`config.mk`:
```
export PLATFORM = sky130hd
export DESIGN_NAME = nand_io_cycle
export DESIGN_NICKNAME = d
export VERILOG_FILES = /design/src/logic/nand_pkg.sv /design/src/logic/nand_io_cycle.sv
export SDC_FILE = /design/constraint.sdc
export NUM_CORES = 1
export LEC_CHECK = 0
export BUFFER_PORTS_ARGS = -buffer_cell sky130_fd_sc_hd__buf_2
export CORE_MARGIN = 2
export CORE_UTILIZATION = 37
export DETAILED_ROUTE_END_ITERATION = 10
export GPL_TIMING_DRIVEN = 0
export PLACE_DENSITY = 0.79
export SLEW_MARGIN = 20
export SYNTH_ARGS = -nofsm -noshare
export SYNTH_HDL_FRONTEND = slang
export SYNTH_SLANG_ARGS = --single-unit
```
`constraint.sdc`:
```
create_clock -name clk -period 1.2 [get_ports clk]
set_input_delay 0.06 -clock clk [delete_from_list [all_inputs] [get_ports clk]]
set_output_delay 0.06 -clock clk [all_outputs]
set_load 0.02 [all_outputs]
```
`src/logic/nand_pkg.sv`:
```
// Shared host command codes, bus and request structs and NAND constants, imported by the RTL
package nand_pkg;

	// Host command codes seen on cmd_in
	// Codes 14 and 15 are unused and fall back to idle
	typedef enum logic [3:0] {
		NAND_RESET     = 4'h0,
		READ_STATUS    = 4'h1,
		READ_ID        = 4'h2,
		CHIP_ENABLE    = 4'h3,
		CHIP_DISABLE   = 4'h4,
		WRITE_PROTECT  = 4'h5,
		WRITE_ENABLE   = 4'h6,
		GET_STATUS     = 4'h7,
		RESET_INDEX    = 4'h8,
		GET_ID_BYTE    = 4'h9,
		BYPASS_COMMAND = 4'hA,
		BYPASS_ADDRESS = 4'hB,
		BYPASS_DATA_WR = 4'hC,
		BYPASS_DATA_RD = 4'hD
	} host_cmd_t;

	// ------------------------------
	// Sequencer to cycle unit requests

	// Single CLE or ALE write
	typedef struct packed {
		logic       valid;
		logic       is_addr;
		logic [7:0] data;
	} latch_req_t;

	// Single data write or read
	typedef struct packed {
		logic       valid;
		logic       write;
		logic [7:0] data;
	} io_req_t;

	// Pin activity of one cycle unit, merged in the pin driver
	typedef struct packed {
		logic       cle;
		logic       ale;
		logic       nwe;
		logic       nre;
		logic [7:0] dout;
		logic       drive;
		logic       busy;
	} nand_bus_t;

	// ------------------------------
	// Status register layout
	// Bits 0 and 1 always read 0
	localparam int STAT_CHIP_EN = 2;
	localparam int STAT_WPROT   = 3;
	localparam int STAT_RANGE   = 4;
	// Write protected out of reset
	localparam logic [7:0] STATUS_RESET = 8'h08;

	// NAND command bytes
	localparam logic [7:0] CMD_RESET       = 8'hFF;
	localparam logic [7:0] CMD_READ_STATUS = 8'h70;
	localparam logic [7:0] CMD_READ_ID     = 8'h90;

	// Length of the JEDEC ID buffer
	localparam int ID_BYTES = 5;

endpackage

```
`src/logic/nand_io_cycle.sv`:
```
// Data IO unit; turns one request into a single data write cycle or data read cycle
`timescale 1ns/1ps

module nand_io_cycle
	import nand_pkg::*;
#(
	parameter int WE_LOW  = 2,
	parameter int WE_HIGH = 2
) (
	input  logic       clk,
	input  logic       nreset,
	input  io_req_t    req,
	input  logic [7:0] din,
	output nand_bus_t  bus,
	output logic [7:0] rd_byte
);

	localparam int TOTAL = WE_LOW + WE_HIGH;
	localparam int CW    = $clog2(TOTAL + 1);
	// Pin output and input registers add one clock each
	// Last low clock at the pins shows up in din one clock after RE# is released here
	// Needs WE_HIGH of at least 2
	localparam int CAP = WE_LOW + 1;

	logic          busy;
	logic [CW-1:0] cnt;
	logic          write;
	logic [7:0]    data;
	logic          strobe;

	// Cycle counter
	always_ff @(posedge clk) begin
		if (!nreset) begin
			busy <= 1'b0;
			cnt  <= '0;
		end else if (!busy) begin
			busy <= req.valid;
			cnt  <= '0;
		end else if (cnt == CW'(TOTAL - 1)) begin
			busy <= 1'b0;
		end else begin
			cnt <= cnt + 1'b1;
		end
	end

	// Direction and write byte, plus the read capture
	always_ff @(posedge clk) begin
		if (req.valid && !busy) begin
			write <= req.write;
			data  <= req.data;
		end
		if (busy && !write && (cnt == CW'(CAP))) begin
			rd_byte <= din;
		end
	end

	// Low phase of WE# or RE#
	assign strobe = busy && (cnt < CW'(WE_LOW));

	// Writes drive the bus, reads leave it to the chip
	always_comb begin
		bus.cle   = 1'b0;
		bus.ale   = 1'b0;
		bus.nwe   = !(strobe && write);
		bus.nre   = !(strobe && !write);
		bus.dout  = data;
		bus.drive = busy && write;
		bus.busy  = busy;
	end

	a_no_req_busy: assert property (@(posedge clk) disable iff (!nreset)
		req.valid |-> !busy);

endmodule

```
==> results.yml <==
yosys:
  synth-edff-count: 17
  syn_area_per_cell_sq_um: 17.3
  synth_top_area_share_pct: 68.8
  synthesis.instances: 43
  netlist_area_sq_um: 742
  synthArstFlopShare_pct: 0
  yosys_warnings: 0
  synthTopCellsByCount: "edfxtp_1, dfxtp_1, buf_4, nor2_1"
  yosysSeqAreaShare_pct: 79.6
  synth_flop_cell: "edfxtp_1"
  synth_largest_area_cell: "edfxtp_1"
  synth.distinct_cells: 17
  yosysMostFrequentCell: "edfxtp_1"
  synth_area_leaders: "edfxtp_1, dfxtp_1, ha_1"
  ys_ff_latch: 21
floorplan:
  die_h_microns: 48.8
  start_util_pct: 38.6
  rows: 16
  core-area_sq_um: 1920
  die-area_sq_um: 2380
  die_x_microns: 48.8
  io_pins: 42
power_and_ir_drop:
  p_comb_share_pct: 14.2
  fin_total_pwr_mw: 1.34
  clkPwrFrac_pct: 24.2
  p_seq_share_pct: 61.7
  intPower_mw: 1.05
  power_density_nw_per_um2: 1080
  irDropWorstVdd_mv: 0.803
  swShare_pct: 22.0
  power.switching_mw: 0.295
  p_leak_nw: 0.533
place:
  postPlaceCellArea_sq_um: 1000
  gp_congestion: 0.601
  port_buffers: 39
  place_hpwl_microns: 1030
routing:
  dr.pass1.iters: 3
  postRouteAntennaNets: 0
  wl_per_cell_microns: 13.6
  wl_microns: 1830
  drt-initial-drc-count: 11
  drc_errors: 0
  num_vias: 570
  via_per_inst: 4.25
timing:
  finalSetupViolCount: 6
  slew_headroom_pct: 66.1
  hold_viol_final: 0
  fin_crit_ps: 1200
  max_freq_mhz: 833
  drv_slew: 0
  fin_skew_ps: 2.18
  tightestPinTransition_ps: 507
  period_share_pct: 100
  rsz0062_at_grt: "yes"
  setup_ws_ps: -0.696
  hold-worst-slack_ps: 265
global_route:
  grt_pass1_wl_microns: 2780
  grt_overflow: 0
  grt_usage_pct: 16.8
  grt_max_degree: 12
  antenna_found_initial: 0
  grt_pass1_vias: 577
cts:
  root_buffer: "clkbuf_4"
  cts_tree: "yes"
  clock_sinks: 21
  cts_buffer_depth: 2
  path_clk_slew_ps: 100
  htreeDepth: 1
  worstSkewPairLatency_ps: 300
  cts_buffers: 3
setup_path:
  endpoint_kind: "register"
  path_max_fanout: 8
  critPathKind: "register to register"
  crit_required_ps: 1210
  cp-start-kind: "register"
  arrival_ps: 1210
layout:
  drive_above_1_share_pct: 51.4
  nNetsFinal: 130
  fillers: 140
  postLayoutCellArea_sq_um: 1240
  antennaDiodeCount: 0
  area_delta_synth_final_pct: 67.8
run_status:
  violations: "setup timing"
  status: "finished with violations"
run:
  drv_cap: 0
worst_hold_path:
  hp-class: "input pin to register"
state kept, by name, indices dropped and copies added, names as in the netlist:
| name | count |
|---|---|
| data | 8 |
| rd_byte | 8 |
| write | 1 |
| cnt | 3 |
| busy | 1 |
critical path, cell delays in order, from the launching register on:
cell	delay, ps
dfxtp_4	380
ha_4	130
ha_4	120
and3b_2	280
layer usage:
| layer | wire (microns) | part of all wire [%] | global-route usage [%] | vias to the layer above |
|---|---|---|---|---|
| met5 | 0 | 0 | 0 | - |
| met4 | 65 | 3.6 | 12.9 | 0 |
| met3 | 115 | 6.3 | 3.37 | 5 |
| met2 | 985 | 54 | 32.4 | 35 |
| met1 | 662 | 36 | 14.9 | 252 |
| li1 | - | - | - | 278 |
path summary, 6_finish.rpt:
kind,startpoint,end,slack (ps),depth (start not counted)
min,req[9],data[4],260,2
max reg2reg,cnt[1],rd_byte[7],-0.7,3
max,cnt[1],rd_byte[7],-0.7,3
min reg2reg,busy,cnt[0],550,2
power groups by stage:
stage / Sequential (mW) / Combinational (mW) / Clock (mW)
floorplan: 0.864 / 0.0494 / 0
global placement: 0.843 / 0.125 / 0
detailed placement: 0.845 / 0.131 / 0
CTS: 0.827 / 0.181 / 0.334
global route: 0.830 / 0.203 / 0.363
finish: 0.827 / 0.190 / 0.324
area by class of cell:
cell class / count / area (sq um) / share of cell area, %
Sequential cell: 21 / 597 / 47.9
Buffer: 3 / 22.5 / 1.81
Multi-Input combinational cell: 19 / 159 / 12.8
Tap cell: 27 / 33.8 / 2.71
Timing Repair Buffer: 59 / 403 / 32.4
Clock buffer: 4 / 26.3 / 2.11
Inverter: 1 / 3.75 / 0.302
stage by stage:
step / worst slack, ps / utilization, % / instances / setup TNS (ps)
finish: -0.696 / 64.8 / 134 / -2.72
global route: -60.9 / 64.8 / 134 / -687
CTS: -4.58 / 64.1 / 134 / -31.5
detailed placement: -217 / 52.1 / 110 / -2620
global placement: -132 / 52.1 / 110 / -1690
floorplan: -5.82 / - / 44 / -46.6
cell usage in the layout (no fill, tap or decap):
cell type       n
nor2_1          3
nor2b_1         1
dfxtp_2         2
buf_4           5
o21a_1          1
conb_1          2
dfxtp_4         1
and2_4          1
and2b_1         1
a211oi_1        1
clkbuf_1        1
edfxtp_1       17
mux2i_1         1
ha_4            2
buf_2          37
nand2_1         2
xor2_1          1
dfxtp_1         1
and3b_2         1
dlygate4sd3_1  18
buf_6           2
nor2b_2         1
clkbuf_4        3
nand3b_1        1
inv_1           1
what timing repair did:
action	4_1_cts	5_1_grt
buffers inserted	2	0
resized for setup	4	4
setup endpoints to repair	19	20
hold buffers	18	0
endpoints found under the hold margin	18	0
pin swaps	2	1
kinds of logic (layout without fill, tap and decap cells):
| logic type | Yosys count | after routing | share of synthesized area (%) |
|---|---|---|---|
| adders and majority gates | 2 | 2 | 3.37 |
| buffers and inverters | 4 | 67 | 3.54 |
| xor gates and xnor gates | 1 | 1 | 1.18 |
| muxes | 1 | 1 | 1.35 |
| AOI/OAI and AO/OA | 2 | 2 | 2.02 |
| and+or+nand+nor | 11 | 11 | 8.43 |
| other | 1 | 2 | 0.505 |
| DFF | 21 | 21 | 79.6 |
(Power assumes the default switching activity.)
