===== config.mk =====
export PLATFORM = sky130hd
export DESIGN_NAME = nand_latch_cycle
export DESIGN_NICKNAME = d
export VERILOG_FILES = /design/src/logic/nand_pkg.sv /design/src/logic/nand_latch_cycle.sv
export SDC_FILE = /design/constraint.sdc
export NUM_CORES = 1
export LEC_CHECK = 0
export BUFFER_PORTS_ARGS = -buffer_cell sky130_fd_sc_hd__buf_4
export CORE_MARGIN = 5
export CORE_UTILIZATION = 35
export CTS_BUF_LIST = sky130_fd_sc_hd__clkbuf_16
export CTS_CLUSTER_DIAMETER = 40
export DETAILED_ROUTE_END_ITERATION = 7
export GPL_TIMING_DRIVEN = 1
export SYNTH_ARGS = -nofsm -noshare
export SYNTH_HDL_FRONTEND = slang
export SYNTH_SLANG_ARGS = --single-unit

===== constraint.sdc =====
create_clock -name clk -period 1.8 [get_ports clk]
set_clock_uncertainty 0.15 [all_clocks]
set_input_delay 0.09 -clock clk [delete_from_list [all_inputs] [get_ports clk]]
set_output_delay 0.09 -clock clk [all_outputs]
set_load 0.01 [all_outputs]

===== src/logic/nand_pkg.sv =====
// Shared host command codes, bus and request structs and NAND constants, imported by the RTL
package nand_pkg;

	// Host command codes seen on cmd_in
	// Codes 14 and 15 are unused and fall back to idle
	typedef enum logic [3:0] {
		NAND_RESET     = 4'h0,
		READ_STATUS    = 4'h1,
		READ_ID        = 4'h2,
		CHIP_ENABLE    = 4'h3,
		CHIP_DISABLE   = 4'h4,
		WRITE_PROTECT  = 4'h5,
		WRITE_ENABLE   = 4'h6,
		GET_STATUS     = 4'h7,
		RESET_INDEX    = 4'h8,
		GET_ID_BYTE    = 4'h9,
		BYPASS_COMMAND = 4'hA,
		BYPASS_ADDRESS = 4'hB,
		BYPASS_DATA_WR = 4'hC,
		BYPASS_DATA_RD = 4'hD
	} host_cmd_t;

	// ------------------------------
	// Sequencer to cycle unit requests

	// Single CLE or ALE write
	typedef struct packed {
		logic       valid;
		logic       is_addr;
		logic [7:0] data;
	} latch_req_t;

	// Single data write or read
	typedef struct packed {
		logic       valid;
		logic       write;
		logic [7:0] data;
	} io_req_t;

	// Pin activity of one cycle unit, merged in the pin driver
	typedef struct packed {
		logic       cle;
		logic       ale;
		logic       nwe;
		logic       nre;
		logic [7:0] dout;
		logic       drive;
		logic       busy;
	} nand_bus_t;

	// ------------------------------
	// Status register layout
	// Bits 0 and 1 always read 0
	localparam int STAT_CHIP_EN = 2;
	localparam int STAT_WPROT   = 3;
	localparam int STAT_RANGE   = 4;
	// Write protected out of reset
	localparam logic [7:0] STATUS_RESET = 8'h08;

	// NAND command bytes
	localparam logic [7:0] CMD_RESET       = 8'hFF;
	localparam logic [7:0] CMD_READ_STATUS = 8'h70;
	localparam logic [7:0] CMD_READ_ID     = 8'h90;

	// Length of the JEDEC ID buffer
	localparam int ID_BYTES = 5;

endpackage


===== src/logic/nand_latch_cycle.sv =====
// Command and address latch unit; turns one request into a single CLE or ALE write cycle
`timescale 1ns/1ps

module nand_latch_cycle
	import nand_pkg::*;
#(
	parameter int WE_LOW  = 2,
	parameter int WE_HIGH = 2
) (
	input  logic       clk,
	input  logic       nreset,
	input  latch_req_t req,
	output nand_bus_t  bus
);

	localparam int TOTAL = WE_LOW + WE_HIGH;
	localparam int CW    = $clog2(TOTAL + 1);

	logic          busy;
	logic [CW-1:0] cnt;
	logic          is_addr;
	logic [7:0]    data;

	// Cycle counter, busy from the edge after the request for TOTAL clocks
	always_ff @(posedge clk) begin
		if (!nreset) begin
			busy <= 1'b0;
			cnt  <= '0;
		end else if (!busy) begin
			busy <= req.valid;
			cnt  <= '0;
		end else if (cnt == CW'(TOTAL - 1)) begin
			busy <= 1'b0;
		end else begin
			cnt <= cnt + 1'b1;
		end
	end

	// Byte and latch kind held for the whole cycle
	always_ff @(posedge clk) begin
		if (req.valid && !busy) begin
			is_addr <= req.is_addr;
			data    <= req.data;
		end
	end

	// CLE or ALE high for the whole cycle, WE# low for the first WE_LOW clocks
	always_comb begin
		bus.cle   = busy && !is_addr;
		bus.ale   = busy && is_addr;
		bus.nwe   = !(busy && (cnt < CW'(WE_LOW)));
		bus.nre   = 1'b1;
		bus.dout  = data;
		bus.drive = busy;
		bus.busy  = busy;
	end

	// Sequencer waits for the previous cycle to finish
	a_no_req_busy: assert property (@(posedge clk) disable iff (!nreset)
		req.valid |-> !busy);

endmodule


==> results.yml <==
sta:
  finalCritPeriodShare_pct: 75.9
  setup_viols_final: 0
  finalSetupTns_ns: 0
  grt_setup_unrepaired: "no"
  total_count_of_hold_check_failures_in_the_final_report: 0
  minimum_clock_period_after_layout_ns: 1.37
  fmax_mhz: 732
  drv_slew: 0
cells_and_area:
  nFillCells: 119
  antennaDiodeCount: 0
  seqCellArea_um2: 350
  postLayoutCoreUtil_pct: 64.8
  multi_input_comb_area_um2: 114
  number_of_nets_in_the_finished_design: 85
  drive_above_1_share_pct: 40.0
  synthToLayoutAreaGrowth_pct: 74.0
  final_cell_count_no_fill: 85
yosys:
  top_cell_type_by_total_area_after_synthesis: "sky130_fd_sc_hd__edfxtp_1"
  yosys-top-cells-area: "sky130_fd_sc_hd__edfxtp_1 (55%), sky130_fd_sc_hd__dfxtp_1 (16%), sky130_fd_sc_hd__ha_1 (5.1%)"
  synth_warnings: 0
  netlist_instances: 34
  yosys.cell_types.count: 15
  synth_area_per_cell_um2: 14.4
  synthesis.area_um2: 490
  synth.yosys.seq_area_share_pct: 71.4
  syn_nets: 48
  post-synth-top-area-fraction_pct: 55.1
  synth.ff_latch_count: 13
die:
  dieWidth_um: 47.4
  design.die.area_um2: 2250
  floorplan.rows: 13
  floorplan.initialDensity_pct: 37.2
  floorplan.io_pins: 26
  die_y_um: 47.4
  core-area_um2: 1320
global_routing:
  first_global_vias: 361
  globalRoute.totalOverflow: 0
  grt_max_degree: 9
  grt_antenna_before_repair: 0
  grt_pass1_wl_um: 1590
  globalRouteTotalUtil_pct: 11.0
drt:
  vias_per_cell: 4.41
  antenna_violating_nets_post_route: 0
  drt_iter0_drcs: 0
  detail_route.wirelength_um: 1110
  post_drt_wl_per_cell_um: 13.0
  drc_errors: 0
  via_count: 375
  detailedRoute.firstPassIterationCount: 1
worst_hold_path:
  hold_path_class: "input pin to flip-flop"
  min_delay_path_depth: 2
clock_tree:
  cts.root.buffer_cell: "sky130_fd_sc_hd__clkbuf_16"
  cts-resized-gates: 0
  path_clk_slew_ns: 0.04
  post-cts-setup-buffers: 0
  cts_buffer_depth: 2
  htree_num_levels: 1
  cts.sinks: 13
  cts_made_buffers: 3
  insertion_delay_ns: 0.24
  clock_tree_from_tritoncts: "built"
pwr:
  power_frac_clock_pct: 48.0
  power_uw: 852
  share_seq_of_total_power_pct: 40.8
  switchingPower_uw: 160
  power_switching_share_pct: 18.8
  p_leak_uw: 0.000379
  power.share.combinational_pct: 11.2
  max-vdd-ir-drop_v: 0.000600
  power.density_nw_per_um2: 999
  internal-power_uw: 692
place:
  gp_congestion: 0.713
  number_of_buffer_cells_added_on_primary_ports: 24
  placed_cells: 71
  hpwl_um: 718
setup_path:
  critical_path_startpoint_category: "flip-flop"
  worst_path_required_time_ns: 1.78
  ff2ff_path_depth: 4
  timing.critical_path.to_type: "flip-flop"
  crit_path_arrival_time_ns: 1.35
  crit_fanout: 5
  timing.setup.critical_path_class: "flip-flop to flip-flop"
outcome:
  result_of_the_run: "finished, final reports clean"
flow_run:
  max-cap-violations: 0
registers in the layout (all words and copies together) (netlist names):
name and count:
busy 1, cnt 3, is_addr 1, data 8
final cells by class:
cell class                      instances  share of cell area, %
Clock buffer                            3                   8.80
Clock inverter                          1                  0.440
Inverter                                1                  0.440
Multi-Input combinational cell         17                   13.3
Sequential cell                        13                   41.1
Tap cell                               15                   2.20
Timing Repair Buffer                   35                   33.7
per-stage QoR:
step           worst slack (ns)  hold WS (ns)  cell area, µm²
6_report                  0.434         0.155             853
5_1_grt                   0.317         0.167             853
4_1_cts                   0.411         0.157             853
3_5_place_dp              0.433         0.120             674
3_3_place_gp              0.418         0.119             674
2_1_floorplan             0.443        0.0389             490
routing by layer:
metal / global-route usage (%) / vias up / wire length, µm
li1: - / 185 / -
met1: 11.1 / 166 / 389
met2: 17.6 / 20 / 547
met3: 5.26 / 4 / 137
met4: 8.29 / 0 / 31
met5: 0 / - / 0
cells in the mapped netlist:
cell type and number:
sky130_fd_sc_hd__nor2_1 3, sky130_fd_sc_hd__o21a_1 1, sky130_fd_sc_hd__nor2b_1 3, sky130_fd_sc_hd__and2_1 1
sky130_fd_sc_hd__and2b_1 1, sky130_fd_sc_hd__nand2_1 2, sky130_fd_sc_hd__buf_4 3, sky130_fd_sc_hd__inv_1 1
sky130_fd_sc_hd__edfxtp_1 9, sky130_fd_sc_hd__mux2i_1 1, sky130_fd_sc_hd__xor2_1 1, sky130_fd_sc_hd__ha_1 2
sky130_fd_sc_hd__dfxtp_1 4, sky130_fd_sc_hd__a211oi_1 1, sky130_fd_sc_hd__conb_1 1
critical path: stages, from the launching register on:
cell and delay [ns]:
sky130_fd_sc_hd__dfxtp_1 0.34, sky130_fd_sc_hd__ha_1 0.15, sky130_fd_sc_hd__ha_1 0.25, sky130_fd_sc_hd__and2b_1 0.21
sky130_fd_sc_hd__o21a_1 0.15
cells in the final DEF (no fill, tap or decap):
cell / count
sky130_fd_sc_hd__and2b_1: 1
sky130_fd_sc_hd__nor2b_1: 3
sky130_fd_sc_hd__nor2_1: 3
sky130_fd_sc_hd__a211oi_1: 1
sky130_fd_sc_hd__buf_4: 25
sky130_fd_sc_hd__conb_1: 1
sky130_fd_sc_hd__ha_1: 2
sky130_fd_sc_hd__o21a_1: 1
sky130_fd_sc_hd__dlygate4sd3_1: 10
sky130_fd_sc_hd__and2_1: 1
sky130_fd_sc_hd__nand2_1: 2
sky130_fd_sc_hd__edfxtp_1: 9
sky130_fd_sc_hd__mux2i_1: 1
sky130_fd_sc_hd__xor2_1: 1
sky130_fd_sc_hd__inv_1: 2
sky130_fd_sc_hd__clkbuf_16: 3
sky130_fd_sc_hd__dfxtp_1: 4
cells by family (layout without fill, tap and decap cells):
kind of cell / count (synthesis) / after routing / synth area share (%)
flops: 13 / 13 / 71.4
simple gates: 10 / 10 / 10.5
buf+inv: 4 / 40 / 5.36
fa+ha+maj: 2 / 2 / 5.10
compound gates: 2 / 2 / 3.06
other cells: 1 / 1 / 0.765
xor+xnor: 1 / 1 / 1.79
mux: 1 / 1 / 2.04
what timing repair did:
item,in CTS,in global routing
endpoints found under the setup margin,0,0
endpoints found under the hold margin,10,0
hold buffers,10,0
final timing paths:
path | start | end | slack [ns]
worst min register to register | cnt[2] | cnt[2] | 0.34
worst min-delay path | req[9] | data[7] | 0.16
worst max register to register | cnt[1] | busy | 0.43
worst max-delay path | cnt[1] | busy | 0.43
power groups by stage:
stage	Clock [µW]	Combinational (µW)	Sequential, µW
floorplan	0	26.9	358
global placement	0	78.0	352
detailed placement	0	77.9	353
CTS	416	96.2	348
global route	439	103	349
finish	409	95.3	348
No activity file was read; power rests on OpenSTA's default activity.
