File: src/logic/nand_pkg.sv
// Shared host command codes, bus and request structs and NAND constants, imported by the RTL
package nand_pkg;

	// Host command codes seen on cmd_in
	// Codes 14 and 15 are unused and fall back to idle
	typedef enum logic [3:0] {
		NAND_RESET     = 4'h0,
		READ_STATUS    = 4'h1,
		READ_ID        = 4'h2,
		CHIP_ENABLE    = 4'h3,
		CHIP_DISABLE   = 4'h4,
		WRITE_PROTECT  = 4'h5,
		WRITE_ENABLE   = 4'h6,
		GET_STATUS     = 4'h7,
		RESET_INDEX    = 4'h8,
		GET_ID_BYTE    = 4'h9,
		BYPASS_COMMAND = 4'hA,
		BYPASS_ADDRESS = 4'hB,
		BYPASS_DATA_WR = 4'hC,
		BYPASS_DATA_RD = 4'hD
	} host_cmd_t;

	// ------------------------------
	// Sequencer to cycle unit requests

	// Single CLE or ALE write
	typedef struct packed {
		logic       valid;
		logic       is_addr;
		logic [7:0] data;
	} latch_req_t;

	// Single data write or read
	typedef struct packed {
		logic       valid;
		logic       write;
		logic [7:0] data;
	} io_req_t;

	// Pin activity of one cycle unit, merged in the pin driver
	typedef struct packed {
		logic       cle;
		logic       ale;
		logic       nwe;
		logic       nre;
		logic [7:0] dout;
		logic       drive;
		logic       busy;
	} nand_bus_t;

	// ------------------------------
	// Status register layout
	// Bits 0 and 1 always read 0
	localparam int STAT_CHIP_EN = 2;
	localparam int STAT_WPROT   = 3;
	localparam int STAT_RANGE   = 4;
	// Write protected out of reset
	localparam logic [7:0] STATUS_RESET = 8'h08;

	// NAND command bytes
	localparam logic [7:0] CMD_RESET       = 8'hFF;
	localparam logic [7:0] CMD_READ_STATUS = 8'h70;
	localparam logic [7:0] CMD_READ_ID     = 8'h90;

	// Length of the JEDEC ID buffer
	localparam int ID_BYTES = 5;

endpackage

File: src/logic/nand_sequencer.sv
// Host command interpreter and NAND operation sequencer, with status, index and ID registers
`timescale 1ns/1ps

module nand_sequencer
	import nand_pkg::*;
#(
	parameter int T_WB  = 4,
	parameter int T_WHR = 6
) (
	input  logic       clk,
	input  logic       nreset,
	input  logic       activate,
	input  host_cmd_t  cmd_in,
	input  logic [7:0] data_in,
	output logic [7:0] data_out,
	output logic       busy,
	output logic       nand_nce,
	output logic       nand_nwp,
	output latch_req_t latch_req,
	output io_req_t    io_req,
	input  logic       latch_busy,
	input  logic       io_busy,
	input  logic [7:0] rd_byte,
	input  logic       rnb_sync
);

	localparam int DLY_MAX = (T_WB > T_WHR) ? T_WB : T_WHR;
	localparam int DW      = $clog2(DLY_MAX + 1);
	localparam int IW      = $clog2(ID_BYTES + 1);

	typedef enum logic [1:0] {ST_IDLE, ST_RUN, ST_WAIT} seq_state_t;

	seq_state_t    state;
	host_cmd_t     cmd_q;
	logic [2:0]    step;
	logic [DW-1:0] dly;
	logic [7:0]    data_q;
	logic [7:0]    status;
	logic [IW-1:0] idx;
	logic [7:0]    id_buf [ID_BYTES];
	logic          issue;
	logic          id_we;

	assign busy = (state != ST_IDLE);

	// ------------------------------
	// Unit requests with one clock per step
	always_comb begin
		latch_req = '0;
		io_req    = '0;
		if (state == ST_RUN) begin
			case (cmd_q)
				NAND_RESET, BYPASS_COMMAND: begin
					latch_req.valid = (step == 3'd0);
					latch_req.data  = (cmd_q == NAND_RESET) ? CMD_RESET : data_q;
				end
				READ_STATUS: begin
					latch_req.valid = (step == 3'd0);
					latch_req.data  = CMD_READ_STATUS;
					io_req.valid    = (step == 3'd2);
				end
				READ_ID: begin
					// Command 90, then address 00, then one read per ID byte
					latch_req.valid   = (step == 3'd0) || (step == 3'd1);
					latch_req.is_addr = (step == 3'd1);
					latch_req.data    = (step == 3'd0) ? CMD_READ_ID : 8'h00;
					io_req.valid      = (step == 3'd3);
				end
				BYPASS_ADDRESS: begin
					latch_req.valid   = (step == 3'd0);
					latch_req.is_addr = 1'b1;
					latch_req.data    = data_q;
				end
				BYPASS_DATA_WR: begin
					io_req.valid = (step == 3'd0);
					io_req.write = 1'b1;
					io_req.data  = data_q;
				end
				BYPASS_DATA_RD: begin
					io_req.valid = (step == 3'd0);
				end
				default: begin
				end
			endcase
		end
	end

	assign issue = latch_req.valid | io_req.valid;
	assign id_we = (state == ST_RUN) && (cmd_q == READ_ID) && (step == 3'd4);

	// Host byte and ID buffer
	always_ff @(posedge clk) begin
		if ((state == ST_IDLE) && activate) begin
			data_q <= data_in;
		end
		if (id_we) begin
			id_buf[idx] <= rd_byte;
		end
	end

	// ------------------------------
	// Main FSM
	always_ff @(posedge clk) begin
		if (!nreset) begin
			state    <= ST_IDLE;
			cmd_q    <= NAND_RESET;
			step     <= '0;
			dly      <= '0;
			status   <= STATUS_RESET;
			idx      <= '0;
			data_out <= '0;
			nand_nce <= 1'b1;
			nand_nwp <= 1'b0;
		end else begin
			case (state)
				ST_IDLE: begin
					if (activate) begin
						cmd_q <= cmd_in;
						step  <= '0;
						state <= ST_RUN;
						// ID fill starts at the first byte
						if (cmd_in == READ_ID) begin
							idx <= '0;
						end
					end
				end
				ST_WAIT: begin
					// Delay first, then units idle and chip ready
					if (dly != '0) begin
						dly <= dly - 1'b1;
					end else if (!latch_busy && !io_busy && rnb_sync) begin
						state <= ST_RUN;
					end
				end
				default: begin
					if (issue) begin
						state <= ST_WAIT;
						dly   <= '0;
						step  <= step + 3'd1;
					end else begin
						// Finish unless a step below continues
						state <= ST_IDLE;
						case (cmd_q)
							NAND_RESET, BYPASS_COMMAND: begin
								if (step == 3'd1) begin
									dly   <= DW'(T_WB);
									state <= ST_WAIT;
									step  <= 3'd2;
								end
							end
							READ_STATUS: begin
								if (step == 3'd1) begin
									dly   <= DW'(T_WHR);
									state <= ST_WAIT;
									step  <= 3'd2;
								end else begin
									data_out <= rd_byte;
								end
							end
							READ_ID: begin
								if (step == 3'd2) begin
									dly   <= DW'(T_WHR);
									state <= ST_WAIT;
									step  <= 3'd3;
								end else if (idx == IW'(ID_BYTES - 1)) begin
									idx <= '0;
								end else begin
									// Next ID byte
									idx   <= idx + 1'b1;
									state <= ST_RUN;
									step  <= 3'd3;
								end
							end
							BYPASS_DATA_RD: data_out <= rd_byte;
							CHIP_ENABLE: begin
								nand_nce             <= 1'b0;
								status[STAT_CHIP_EN] <= 1'b1;
							end
							CHIP_DISABLE: begin
								nand_nce             <= 1'b1;
								status[STAT_CHIP_EN] <= 1'b0;
							end
							WRITE_PROTECT: begin
								nand_nwp           <= 1'b0;
								status[STAT_WPROT] <= 1'b1;
							end
							WRITE_ENABLE: begin
								nand_nwp           <= 1'b1;
								status[STAT_WPROT] <= 1'b0;
							end
							GET_STATUS: data_out <= status;
							RESET_INDEX: idx <= '0;
							GET_ID_BYTE: begin
								if (idx < IW'(ID_BYTES)) begin
									data_out           <= id_buf[idx];
									idx                <= idx + 1'b1;
									status[STAT_RANGE] <= 1'b0;
								end else begin
									// Past the end wraps the index and flags it
									data_out           <= 8'h00;
									idx                <= '0;
									status[STAT_RANGE] <= 1'b1;
								end
							end
							default: begin
							end
						endcase
					end
				end
			endcase
		end
	end

	// A request belongs to a running operation and its unit takes it on the next clock
	a_req_in_op: assert property (@(posedge clk) disable iff (!nreset)
		issue |-> busy ##1 (latch_busy || io_busy));

endmodule

File: config.mk
export PLATFORM = sky130hd
export DESIGN_NAME = nand_sequencer
export DESIGN_NICKNAME = d
export VERILOG_FILES = /design/src/logic/nand_pkg.sv /design/src/logic/nand_sequencer.sv
export SDC_FILE = /design/constraint.sdc
export NUM_CORES = 1
export LEC_CHECK = 0
export BUFFER_PORTS_ARGS = -buffer_cell sky130_fd_sc_hd__clkbuf_2
export CAP_MARGIN = 0
export CORE_MARGIN = 2
export CORE_UTILIZATION = 53
export DETAILED_ROUTE_END_ITERATION = 10
export PLACE_DENSITY_LB_ADDON = 0.2
export RECOVER_POWER = 25
export SLEW_MARGIN = 20
export SYNTH_ARGS = -nofsm -noshare
export SYNTH_HDL_FRONTEND = slang
export SYNTH_SLANG_ARGS = --single-unit
File: constraint.sdc
create_clock -name clk -period 2.9 [get_ports clk]
set_clock_uncertainty 0.2 [all_clocks]
set_input_delay 0.29 -clock clk [delete_from_list [all_inputs] [get_ports clk]]
set_output_delay 0.29 -clock clk [all_outputs]
set_load 0.05 [all_outputs]
==> flow_metrics.env <==
export IMPL_ant_nets=0
export IMPL_viasPerCell=5.82
export IMPL_max_stage_delay_ps=480
export IMPL_drc=0
export IMPL_vias=3128
export IMPL_wl_met2_mm=4.48
export IMPL_yosysWarnings=0
export IMPL_pwr_density_cell_nw_per_um2=539
export IMPL_first_global_vias=3060
export IMPL_grt_setup_unrepaired="no"
export IMPL_cts_sinks=79
export IMPL_setup_tns_ps=0
export IMPL_ys_seq_area_share_pct=52.2
export IMPL_reg2reg_slack_ps=350
export IMPL_io_pins=57
export IMPL_crit_path_end="latch_req[9]"
export IMPL_ys_flop_type="edfxtp_1"
export IMPL_routedWlPerCell_um=17.8
export IMPL_drive_gt1_share_pct=21.7
export IMPL_final_cell_mix="edfxtp_1, clkbuf_2, nor2_1"
export IMPL_row_count=31
export IMPL_whs_path_depth=3
export IMPL_status="completed"
export IMPL_syn_to_final_growth_pct=19.5
export IMPL_switching_share_pct=29.0
export IMPL_r2r_start="cmd_q[2]$_SDFFE_PN0P_"
export IMPL_yosysUniqueCellTypes=59
export IMPL_max_freq_mhz=369
export IMPL_die_y_um=90.3
export IMPL_path_class="register to output port"
export IMPL_top_layer="met4"
export IMPL_cts_tree="yes"
export IMPL_synth_edf_count=48
export IMPL_coreArea_um2=7250
export IMPL_fin_cells=537
export IMPL_cp_end_kind="output port"
export IMPL_postCtsSetupBuffers=0
export IMPL_crit_family="simple AND/OR/NAND/NOR gates"
export IMPL_drt_met1_wl_mm=4.35
export IMPL_cts_made_buffers=9
export IMPL_worst_pin_slew_ps=761
export IMPL_syn_area_um2=3950
export IMPL_final_nets=468
export IMPL_grt_use_total_pct=24.4
export IMPL_hold_path_class="input port to register"
export IMPL_finalSetupViolations=0
export IMPL_ff2ff_path_depth=6
export IMPL_dp_hpwl_mm=6.66
export IMPL_place_congestion=0.893
export IMPL_drt_total_wl_mm=9.54
export IMPL_finalCritPeriodShare_pct=93.4
export IMPL_slew_violations=0
export IMPL_start_util_pct=54.5
export IMPL_netlist_instances=362
export IMPL_cp_cell_sequence="buf_4, nand2b_1, o2111ai_1, or3_4, clkinvlp_4, buf_12"
export IMPL_pwr_share_seq_pct=49.2
export IMPL_ir_drop_uv=327
export IMPL_io_buffers=56
export IMPL_async_reset_ff_share_pct=0
export IMPL_die_w_um=90.3
export IMPL_clock_power_share_pct=32.4
export IMPL_clkLatencyLatePin_ps=350
export IMPL_start_kind="register"
export IMPL_crit_start="cmd_q[1]$_SDFFE_PN0P_"
export IMPL_htreeDepth=3
export IMPL_cts_buffer_depth=2
export IMPL_cts_root_buffer="clkbuf_8"
export IMPL_hp_start="cmd_in[0]"
export IMPL_maxSlewHeadroom_pct=48.8
export IMPL_cp_depth=6
export IMPL_p_leak_uw=0.00173
export IMPL_rr_endpoint="data_out[5]$_SDFFE_PN0P_"
export IMPL_antenna_found_initial=0
export IMPL_grt_max_degree=23
export IMPL_diodes=0
export IMPL_grt_pass1_wl_mm=15.6
export IMPL_p_int_uw=1810
export IMPL_hold_viol=0
export IMPL_place_inst=506
export IMPL_drt_iter0_drc=295
export IMPL_required_ps=2410
export IMPL_wl_met3_um=507
export IMPL_avgSynthCellArea_um2=10.9
export IMPL_gr_total_overflow=0
export IMPL_arrival_ps=2220
export IMPL_path_buf_inv=3
export IMPL_power_frac_comb_pct=18.5
export IMPL_max_cap_viol_count=0
export IMPL_dr_pass1_iters=4
export IMPL_clk_pin_slew_worst_paths_ps=80
export IMPL_worst_path_max_fanout=13
export IMPL_die_area_um2=8160
export IMPL_min_period_ps=2710
export IMPL_synthesis_nets=397
export IMPL_cpMaxStageDelayCell="or3_4"
export IMPL_p_sw_uw=739
export IMPL_yosys_register_bits=79
[worst register-to-register path: stages (launching register included)]
cell	delay (ps)
dfxtp_1	550
buf_4	260
and3b_1	190
a221oi_1	50
nor2_1	530
and3_1	480
a211oi_1	140
[cells by family after synthesis]
family                     synth area share [%]
DFF                                        52.2
muxes                                      7.89
AOI/OAI and AO/OA                          17.0
xor gates and xnor gates                  0.222
adders and majority gates                  2.85
buffers and inverters                      4.78
and+or+nand+nor                            15.0
[state kept, by name (all words and copies together) (netlist names), named ones only]
signal and flops:
data_q 8, data_out 8, idx 3, state 2, status 3, dly 3, step 3, nand_nwp 1
nand_nce 1, id_buf 40, cmd_q 4
[power groups by stage]
stage | clock network, uW | logic [uW] | registers, uW
4_1_cts | 833 | 467 | 1250
2_1_floorplan | 0 | 311 | 1280
3_5_place_dp | 0 | 446 | 1280
5_1_grt | 873 | 512 | 1260
3_3_place_gp | 0 | 442 | 1270
6_report | 823 | 470 | 1250
[per-layer routing]
metal / track usage (%) / vias up
met5: 0 / -
met4: 8.33 / 0
met3: 4.01 / 20
met2: 36.3 / 106
met1: 36.3 / 1501
li1: - / 1501
[Yosys cell counts, types with 2 or more instances]
master	number	area (um2)
edfxtp_1	48	1440
nor2_1	34	128
dfxtp_1	31	621
a21oi_1	26	130
nand2_1	20	75.1
inv_1	18	67.6
clkbuf_1	13	48.8
a211oi_1	12	90.1
mux2i_1	12	120
a31oi_1	11	68.8
and2_1	10	62.6
ha_1	9	113
o21ai_0	9	45.0
mux4_2	8	180
buf_2	7	35.0
nor2b_1	6	37.5
nand3_1	5	25.0
nand4_1	5	31.3
nor3_1	5	25.0
nor4_1	5	31.3
a21boi_0	4	30.0
nand2b_1	4	25.0
o22ai_1	4	25.0
or3_1	4	25.0
a21o_1	3	22.5
and3_1	3	18.8
o22a_1	3	26.3
o31ai_1	3	22.5
a221oi_1	2	17.5
a311oi_1	2	17.5
a31o_2	2	17.5
and3b_1	2	17.5
buf_1	2	7.51
buf_6	2	22.5
nor3b_2	2	25.0
o2111a_1	2	22.5
o211a_1	2	20.0
[how the worst min path moves through the flow]
stage / slack (ps) / to
6_report: 30 / cmd_q[0]$_SDFFE_PN0P_
3_3_place_gp: 240 / nand_nce$_SDFFE_PN1P_
2_1_floorplan: 190 / data_q[0]$_DFFE_PP_
5_1_grt: 50 / cmd_q[0]$_SDFFE_PN0P_
4_1_cts: 3 / id_buf[3][2]$_DFFE_PP_
3_5_place_dp: 240 / nand_nce$_SDFFE_PN1P_
[area by class of cell]
| class | count | area (um2) |
|---|---|---|
| clock buffers | 13 | 181 |
| clock inverters | 3 | 22.5 |
| fillers | 607 | 2530 |
| inverters | 18 | 71.3 |
| multi-input cells | 240 | 1720 |
| flip-flops and latches | 79 | 2060 |
| well taps | 99 | 124 |
| repair buffers | 85 | 542 |
[repair_timing]
item,in CTS,in global routing
setup endpoints to repair,1,1
hold buffers,15,0
gates resized for setup,1,1
hold endpoints to repair,27,0
[through the flow]
step / hold slack [ps] / cell area, um2 / utilization (%) / setup slack (ps) / total power [uW]
4_1_cts: 3.35 / 4730 / 65.2 / 97.7 / 2550
6_report: 28.9 / 4720 / 65.1 / 192 / 2540
3_5_place_dp: 239 / 4370 / 60.2 / 353 / 1720
2_1_floorplan: 189 / 3970 / - / 175 / 1600
5_1_grt: 49.2 / 4720 / 65.1 / 52.3 / 2640
3_3_place_gp: 240 / 4370 / 60.2 / 396 / 1720
No activity file was read; power rests on OpenSTA's default activity.
